`config.mk`:
```
export PLATFORM = sky130hd
export DESIGN_NAME = spw_token_detector
export DESIGN_NICKNAME = d
export VERILOG_FILES = /design/src/spw_char_pkg.sv /design/src/spw_token_pkg.sv /design/src/spw_token_detector.sv /design/src/token_info_pack.sv /design/src/token_classifier.sv /design/src/char_parity_check.sv /design/src/char_framer.sv /design/src/ds_bit_recovery.sv
export SDC_FILE = /design/constraint.sdc
export NUM_CORES = 1
export LEC_CHECK = 0
export BUFFER_PORTS_ARGS = -buffer_cell sky130_fd_sc_hd__clkbuf_2
export CORE_MARGIN = 2
export CORE_UTILIZATION = 59
export DETAILED_ROUTE_END_ITERATION = 16
export PLACE_DENSITY_LB_ADDON = 0.05
export SLEW_MARGIN = 20
export SYNTH_ARGS = -nofsm -noshare
export SYNTH_HDL_FRONTEND = slang
export SYNTH_SLANG_ARGS = --single-unit
```
`constraint.sdc`:
```
create_clock -name negedge_clk -period 2.3 [get_ports negedge_clk]
set_clock_uncertainty 0.15 [all_clocks]
set_input_delay 0.23 -clock negedge_clk [delete_from_list [all_inputs] [get_ports negedge_clk]]
set_output_delay 0.23 -clock negedge_clk [all_outputs]
set_load 0.02 [all_outputs]
```
`src/spw_char_pkg.sv`:
```
// SpaceWire link character definitions
// Control codes, character lengths and bit and character
// carriers shared by the recovery, framing and checking stages

package spw_char_pkg;

	// --------------------
	// Widths with a meaning
	// --------------------

	// Control code in the two body bits of a control character
	typedef logic [1:0] ctrl_code_t;

	// N-Char or time-code byte
	typedef logic [7:0] data_byte_t;

	// Index of a body bit within a character
	typedef logic [2:0] body_idx_t;

	// --------------------
	// Control codes
	// --------------------

	localparam ctrl_code_t CODE_FCT = 2'd0;
	localparam ctrl_code_t CODE_EOP = 2'd1;
	localparam ctrl_code_t CODE_EEP = 2'd2;
	localparam ctrl_code_t CODE_ESC = 2'd3;

	// Full length including parity and flag
	localparam int CTRL_CHAR_BITS = 4;
	localparam int DATA_CHAR_BITS = 10;

	// --------------------
	// Carriers
	// --------------------

	// One recovered link bit
	typedef struct packed {
		logic strobe;
		logic value;
	} rx_bit_t;

	// One framed character, control code in payload[1:0] when is_ctrl
	typedef struct packed {
		logic       strobe;
		logic       parity;
		logic       is_ctrl;
		data_byte_t payload;
	} rx_char_t;

endpackage
```
`src/spw_token_pkg.sv`:
```
// Token level result definitions
// Token kinds, per-character parity and token results and
// the packed status word reported at the top level

package spw_token_pkg;

	// Token kind carried in results and in the status word
	typedef logic [2:0] token_kind_t;

	localparam token_kind_t TOK_NONE       = 3'd0;
	localparam token_kind_t TOK_FCT        = 3'd1;
	localparam token_kind_t TOK_NULL       = 3'd2;
	localparam token_kind_t TOK_NCHAR_DATA = 3'd3;
	localparam token_kind_t TOK_NCHAR_EOP  = 3'd4;
	localparam token_kind_t TOK_NCHAR_EEP  = 3'd5;
	localparam token_kind_t TOK_TIME_CODE  = 3'd6;
	// ESC followed by ESC, EOP or EEP
	localparam token_kind_t TOK_ESC_ERR    = 3'd7;

	// --------------------
	// Per-character results
	// --------------------

	typedef struct packed {
		logic strobe;
		logic error;
	} parity_result_t;

	typedef struct packed {
		logic                     strobe;
		token_kind_t              kind;
		spw_char_pkg::data_byte_t payload;
	} token_result_t;

	// --------------------
	// Status word, 16 bits
	// --------------------

	typedef struct packed {
		token_kind_t              kind;
		spw_char_pkg::data_byte_t payload;
		logic                     parity_error;
		logic                     got_bit;
		logic                     got_null;
		logic                     got_time_code;
		logic                     got_fct;
	} token_info_t;

endpackage

```
`src/spw_token_detector.sv`:
```
// SpaceWire receive token detector, top level
// Bit recovery and framing feed the parity checker and token
// classifier side by side, the packer merges their results

`timescale 1ns/1ps

module spw_token_detector (
	input  logic                       negedge_clk,
	input  logic                       rx_resetn,
	input  logic                       rx_din,
	input  logic                       rx_sin,
	output spw_token_pkg::token_info_t info,
	output logic                       info_strobe
);

	import spw_char_pkg::*;
	import spw_token_pkg::*;

	rx_bit_t        bit_w;
	rx_char_t       char_w;
	parity_result_t parity_w;
	token_result_t  token_w;

	ds_bit_recovery u_recovery (
		.negedge_clk (negedge_clk),
		.rx_resetn   (rx_resetn),
		.rx_din      (rx_din),
		.rx_sin      (rx_sin),
		.bit_out     (bit_w)
	);

	char_framer u_framer (
		.negedge_clk (negedge_clk),
		.rx_resetn   (rx_resetn),
		.bit_in      (bit_w),
		.char_out    (char_w)
	);

	// The two checkers run in parallel on the same character
	char_parity_check u_parity (
		.negedge_clk (negedge_clk),
		.rx_resetn   (rx_resetn),
		.char_in     (char_w),
		.parity_out  (parity_w)
	);

	token_classifier u_classifier (
		.negedge_clk (negedge_clk),
		.rx_resetn   (rx_resetn),
		.char_in     (char_w),
		.token_out   (token_w)
	);

	token_info_pack u_pack (
		.negedge_clk (negedge_clk),
		.rx_resetn   (rx_resetn),
		.bit_seen    (bit_w.strobe),
		.parity_in   (parity_w),
		.token_in    (token_w),
		.info        (info),
		.info_strobe (info_strobe)
	);

endmodule

```
`src/token_info_pack.sv`:
```
// Status word packer
// Merges parity and token results into the info word, keeps the
// sticky parity error, got_bit and got_null flags

`timescale 1ns/1ps

module token_info_pack (
	input  logic                          negedge_clk,
	input  logic                          rx_resetn,
	input  logic                          bit_seen,
	input  spw_token_pkg::parity_result_t parity_in,
	input  spw_token_pkg::token_result_t  token_in,
	output spw_token_pkg::token_info_t    info,
	output logic                          info_strobe
);

	import spw_token_pkg::*;

	// Sticky flags
	logic parity_err_q;
	logic got_bit_q;
	logic got_null_q;

	logic both_valid;
	logic report;
	logic parity_err_next;
	logic got_null_next;

	assign both_valid      = parity_in.strobe && token_in.strobe;
	assign parity_err_next = parity_err_q || (both_valid && parity_in.error);
	assign got_null_next   = got_null_q || (both_valid && token_in.kind == TOK_NULL);

	// A lone ESC is silent unless its parity failed
	assign report = both_valid && (token_in.kind != TOK_NONE || parity_in.error);

	always_ff @(posedge negedge_clk or negedge rx_resetn)
	begin
		if (!rx_resetn)
		begin
			parity_err_q <= 1'b0;
			got_bit_q    <= 1'b0;
			got_null_q   <= 1'b0;
			info_strobe  <= 1'b0;
			info         <= '0;
		end
		else
		begin
			got_bit_q    <= got_bit_q || bit_seen;
			parity_err_q <= parity_err_next;
			got_null_q   <= got_null_next;
			info_strobe  <= report;

			if (report)
			begin
				info.kind          <= token_in.kind;
				info.payload       <= token_in.payload;
				info.parity_error  <= parity_err_next;
				info.got_bit       <= got_bit_q || bit_seen;
				info.got_null      <= got_null_next;
				info.got_time_code <= (token_in.kind == TOK_TIME_CODE);
				info.got_fct       <= (token_in.kind == TOK_FCT);
			end
		end
	end

endmodule

```
`src/token_classifier.sv`:
```
// Token classifier
// Decodes each framed character with one character of escape
// history into a token kind and payload

`timescale 1ns/1ps

module token_classifier (
	input  logic                         negedge_clk,
	input  logic                         rx_resetn,
	input  spw_char_pkg::rx_char_t       char_in,
	output spw_token_pkg::token_result_t token_out
);

	import spw_char_pkg::*;
	import spw_token_pkg::*;

	// Previous character was a lone ESC
	logic esc_pending;

	ctrl_code_t  code;
	token_kind_t kind_next;
	logic        pending_next;

	assign code = char_in.payload[1:0];

	// --------------------
	// Decode
	// --------------------

	always_comb
	begin
		kind_next    = TOK_NONE;
		pending_next = 1'b0;

		if (char_in.is_ctrl)
		begin
			case (code)
				CODE_FCT: kind_next = esc_pending ? TOK_NULL : TOK_FCT;
				CODE_EOP: kind_next = esc_pending ? TOK_ESC_ERR : TOK_NCHAR_EOP;
				CODE_EEP: kind_next = esc_pending ? TOK_ESC_ERR : TOK_NCHAR_EEP;
				CODE_ESC:
				begin
					// ESC ESC is an error, a lone ESC waits for the next char
					if (esc_pending)
						kind_next = TOK_ESC_ERR;
					else
						pending_next = 1'b1;
				end
				default: kind_next = TOK_NONE;
			endcase
		end
		else
		begin
			kind_next = esc_pending ? TOK_TIME_CODE : TOK_NCHAR_DATA;
		end
	end

	// Result register, one strobe per character
	always_ff @(posedge negedge_clk or negedge rx_resetn)
	begin
		if (!rx_resetn)
		begin
			esc_pending <= 1'b0;
			token_out   <= '0;
		end
		else
		begin
			token_out.strobe <= char_in.strobe;
			if (char_in.strobe)
			begin
				esc_pending       <= pending_next;
				token_out.kind    <= kind_next;
				token_out.payload <= char_in.payload;
			end
		end
	end

endmodule

```
`src/char_parity_check.sv`:
```
// Odd parity check across consecutive characters
// Parity covers the previous body bits plus the current
// parity and flag bits

`timescale 1ns/1ps

module char_parity_check (
	input  logic                         negedge_clk,
	input  logic                         rx_resetn,
	input  spw_char_pkg::rx_char_t       char_in,
	output spw_token_pkg::parity_result_t parity_out
);

	import spw_char_pkg::*;

	// Body of the previous character, zero above the code for control
	data_byte_t prev_body;

	// No previous character yet
	logic first_q;

	logic par_ok;

	assign par_ok = ^{prev_body, char_in.parity, char_in.is_ctrl};

	always_ff @(posedge negedge_clk or negedge rx_resetn)
	begin
		if (!rx_resetn)
		begin
			first_q    <= 1'b1;
			parity_out <= '0;
		end
		else
		begin
			parity_out.strobe <= char_in.strobe;
			if (char_in.strobe)
			begin
				parity_out.error <= !first_q && !par_ok;
				first_q          <= 1'b0;
			end
		end
	end

	always_ff @(posedge negedge_clk)
	begin
		if (char_in.strobe)
			prev_body <= char_in.payload;
	end

endmodule

```
`src/char_framer.sv`:
```
// Character framer
// Collects recovered bits into parity, flag and body, using the
// flag to pick a 2-bit control or 8-bit data body, LSB first

`timescale 1ns/1ps

module char_framer (
	input  logic                   negedge_clk,
	input  logic                   rx_resetn,
	input  spw_char_pkg::rx_bit_t  bit_in,
	output spw_char_pkg::rx_char_t char_out
);

	import spw_char_pkg::*;

	typedef enum logic [1:0] {
		FRAME_PARITY,
		FRAME_FLAG,
		FRAME_BODY
	} frame_state_t;

	frame_state_t state;
	body_idx_t    bit_cnt;
	body_idx_t    body_last;

	// Character under assembly
	logic       par_q;
	logic       flag_q;
	data_byte_t body_q;
	data_byte_t body_next;

	logic char_done;

	// Body holds CTRL_CHAR_BITS-2 or DATA_CHAR_BITS-2 bits
	always_comb
	begin
		body_last = flag_q ? body_idx_t'(CTRL_CHAR_BITS - 3) : body_idx_t'(DATA_CHAR_BITS - 3);
		body_next = body_q;
		body_next[bit_cnt] = bit_in.value;
	end

	assign char_done = bit_in.strobe && (state == FRAME_BODY) && (bit_cnt == body_last);

	// --------------------
	// Framing FSM
	// --------------------

	always_ff @(posedge negedge_clk or negedge rx_resetn)
	begin
		if (!rx_resetn)
		begin
			state   <= FRAME_PARITY;
			bit_cnt <= '0;
		end
		else if (bit_in.strobe)
		begin
			case (state)
				FRAME_PARITY:
				begin
					state <= FRAME_FLAG;
				end
				FRAME_FLAG:
				begin
					bit_cnt <= '0;
					state   <= FRAME_BODY;
				end
				FRAME_BODY:
				begin
					if (bit_cnt == body_last)
						state <= FRAME_PARITY;
					else
						bit_cnt <= bit_cnt + 1'b1;
				end
				default:
				begin
					state <= FRAME_PARITY;
				end
			endcase
		end
	end

	// Character contents
	always_ff @(posedge negedge_clk)
	begin
		if (bit_in.strobe)
		begin
			if (state == FRAME_PARITY)
				par_q <= bit_in.value;
			if (state == FRAME_FLAG)
			begin
				flag_q <= bit_in.value;
				// Upper bits stay zero for control characters
				body_q <= '0;
			end
			if (state == FRAME_BODY)
				body_q <= body_next;
		end
	end

	// --------------------
	// Output register
	// --------------------

	always_ff @(posedge negedge_clk or negedge rx_resetn)
	begin
		if (!rx_resetn)
		begin
			char_out <= '0;
		end
		else
		begin
			char_out.strobe <= char_done;
			if (char_done)
			begin
				char_out.parity  <= par_q;
				char_out.is_ctrl <= flag_q;
				char_out.payload <= body_next;
			end
		end
	end

endmodule

```
`src/ds_bit_recovery.sv`:
```
// Data-strobe bit recovery
// Synchronises the data and strobe lines and emits one bit
// strobe per transition on either line

`timescale 1ns/1ps

module ds_bit_recovery (
	input  logic                  negedge_clk,
	input  logic                  rx_resetn,
	input  logic                  rx_din,
	input  logic                  rx_sin,
	output spw_char_pkg::rx_bit_t bit_out
);

	// Two-stage synchronisers
	logic din_s1;
	logic din_s2;
	logic sin_s1;
	logic sin_s2;

	// Last seen D xor S, toggles once per link bit
	logic ds_xor_q;
	logic ds_xor;

	assign ds_xor = din_s2 ^ sin_s2;

	always_ff @(posedge negedge_clk or negedge rx_resetn)
	begin
		if (!rx_resetn)
		begin
			din_s1   <= 1'b0;
			din_s2   <= 1'b0;
			sin_s1   <= 1'b0;
			sin_s2   <= 1'b0;
			ds_xor_q <= 1'b0;
			bit_out  <= '0;
		end
		else
		begin
			din_s1 <= rx_din;
			din_s2 <= din_s1;
			sin_s1 <= rx_sin;
			sin_s2 <= sin_s1;

			ds_xor_q <= ds_xor;

			// A change of D xor S marks a new bit, value is on D
			bit_out.strobe <= ds_xor ^ ds_xor_q;
			bit_out.value  <= din_s2;
		end
	end

endmodule

```
==> flow_summary.ini <==
[die]
io_pins = 21
die_y_um = 76.80
rows = 26
die_width_um = 76.80
core-area_mm2 = 0.005107
dieArea_mm2 = 0.005898
start_util = 0.6122

[timing]
worstMarginPinSlew_ps = 488.7
setup_ws_ps = 496.8
slew_violations = 0
setup_violations = 0
slew_headroom = 0.6731
rsz0062_at_grt = no
tns_ps = 0
finalHoldViolations = 0
fin_crit_sh = 0.7840
fin_crit_ps = 1803
max_freq_ghz = 0.5546

[synthesis]
ys_warn_count = 0
synth-seq-cells = 76
synth_top_area_share = 0.4562
synth_top_cell_by_area = dfrtp_1
synth.area.top_cells = dfrtp_1, edfxtp_1, nand2_1, mux2_2, mux2i_1
yosysMostFrequentCell = dfrtp_1
ys.flop_type = dfrtp_1
synthArstFlopShare = 0.7632
synth-edff-count = 18
syn_inst = 251
synth_cell_types = 39
synth_area_mm2 = 0.003127
yosysSeqAreaShare = 0.6375
synthTopCellsByCount = dfrtp_1, nand2_1, edfxtp_1
syn-num-nets = 261
synth.avg_cell_area_um2 = 12.46

[setup_path]
cp_max_fo = 13
criticalPathCategory = register to register
cp_data_required_time_ps = 2370
cp-end-kind = register
cp_data_arrival_time_ps = 1880
start_kind = register

[layout]
area_delta_synth_final_pct = 14.65
diodes = 0
final_nets = 289
drive_above_1_share = 0.2254

[min_path]
worstHoldPathType = register to register

[drt]
drtIter0Drc = 87
drc_errors = 0
vias = 1786
drt_first_pass_iters = 4
routed_wl_um = 4587
ant_nets = 0
viasPerCell = 5.045
wl_per_cell_um = 12.96

[clock_network]
post_cts_buffers = 0
cts_max_level = 3
cts.path.max_buffers = 2
cts_tree = built
clkTransAtPathRegs_ps = 80
cts.sinks = 76
cts_root_buf = clkbuf_8
cts_resized = 0
cts_inserted_buffers = 9
clk_latency_ps = 330

[pwr]
vdd_drop_max_mv = 0.5936
p_leak_nw = 1.717
powerDensity_mw_per_mm2 = 1100

[global_routing]
overflow = 0
grt_pass1_vias = 1732
grt_pass1_wl_um = 8162
grt_antenna_before_repair = 0
grt_max_degree = 59
track_usage = 0.1782

[placed_design]
dpl.hpwl_um = 3067
io_buffers = 20
place_ws_ps = 503.1
routabilityCongestion = 0.8176

[run]
max-cap-violations = 0

[status]
outcome = complete, no violations
final cells by class:
| class | instances | area (um2) |
|---|---|---|
| multi-input cells | 154 | 1045 |
| clock buffers | 12 | 166.4 |
| flip-flops and latches | 76 | 1993 |
| well taps | 70 | 87.58 |
| clock inverters | 4 | 68.82 |
| repair buffers | 29 | 187.7 |
| fillers | 365 | 1523 |
| inverters | 9 | 36.28 |
registers in the layout (all words and copies together), names as in the netlist, 2 cells and up:
register	count
u_pack.info	16
u_classifier.token_out	12
u_framer.char_out	11
u_framer.body_q	8
u_parity.prev_body	8
u_framer.bit_cnt	3
u_framer.state	2
u_recovery.bit_out	2
worst paths after layout:
kind,start,endpoint,slack (ps),depth (start not counted)
max in group asynchronous,rx_resetn,u_parity.first_q,1430,3
max,u_framer.bit_cnt[2],u_framer.state[1],500,4
min reg2reg,u_recovery.sin_s1,u_recovery.sin_s2,200,0
max reg2reg,u_framer.bit_cnt[2],u_framer.state[1],500,4
min in group asynchronous,rx_resetn,u_framer.char_out[9],290,3
min,u_recovery.sin_s1,u_recovery.sin_s2,200,0
worst max-delay path, cell delays in order (launching register included):
cell,delay [ps]
dfrtp_1,560
and3b_1,260
o21ai_2,110
a21oi_1,250
mux2_2,360
cell usage in the layout (no fill, tap or decap), types with 2 or more instances in the layout:
| cell | instances |
|---|---|
| ha_1 | 6 |
| mux2_2 | 15 |
| inv_1 | 8 |
| nor3_1 | 2 |
| a21oi_1 | 3 |
| a21o_1 | 2 |
| xor2_1 | 2 |
| clkbuf_2 | 20 |
| dfrtp_1 | 57 |
| o21ai_0 | 11 |
| nor2_1 | 6 |
| buf_4 | 5 |
| dlygate4sd3_1 | 3 |
| a22o_1 | 2 |
| a31oi_1 | 2 |
| nand3_1 | 4 |
| and2_1 | 3 |
| bufinv_16 | 2 |
| nor2b_1 | 10 |
| clkbuf_8 | 10 |
| mux2i_1 | 10 |
| edfxtp_1 | 18 |
| nand2_1 | 54 |
| xnor2_1 | 7 |
where the power goes:
part           switching, W  total (W)  internal, W
Clock              0.000450    0.00115     0.000702
Sequential         0.000282    0.00201      0.00173
Combinational      0.000405   0.000779     0.000374
routing by layer:
| layer | vias to the layer above | share of wire | global-route usage |
|---|---|---|---|
| li1 | 907 | - | - |
| met1 | 845 | 0.49 | 0.2486 |
| met2 | 28 | 0.48 | 0.2702 |
| met3 | 6 | 0.024 | 0.04588 |
| met4 | 0 | 0.011 | 0.07091 |
| met5 | - | 0 | 0 |
repair_timing:
action                                 in CTS  in global routing
endpoints found under the hold margin      59                  0
setup endpoints to repair                   0                  0
hold buffers                                3                  0
metrics by stage:
step / area (um2) / power, W / hold slack, ps / util / std cells
global placement: 3319 / 0.002802 / 110.0 / 0.6499 / 335
detailed placement: 3319 / 0.002831 / 105.8 / 0.6499 / 335
finish: 3585 / 0.003942 / 203.8 / 0.7019 / 354
floorplan: 3127 / 0.002595 / -215.6 / - / 251
global route: 3585 / 0.004193 / 213.3 / 0.7019 / 354
CTS: 3585 / 0.003996 / 208.7 / 0.7019 / 354
cells by family (layout without fill, tap and decap cells):
| logic type | after synthesis | count (layout) | share of synthesized area |
|---|---|---|---|
| AND/OR/NAND/NOR | 85 | 85 | 0.1233 |
| flip-flops | 76 | 76 | 0.6375 |
| AO/OA/AOI/OAI | 27 | 27 | 0.06363 |
| multiplexers | 26 | 26 | 0.09084 |
| buffers and inverters | 21 | 54 | 0.02841 |
| XOR/XNOR | 10 | 10 | 0.03241 |
| adder cells (fa/ha/maj) | 6 | 6 | 0.02401 |
(Power assumes the default switching activity.)
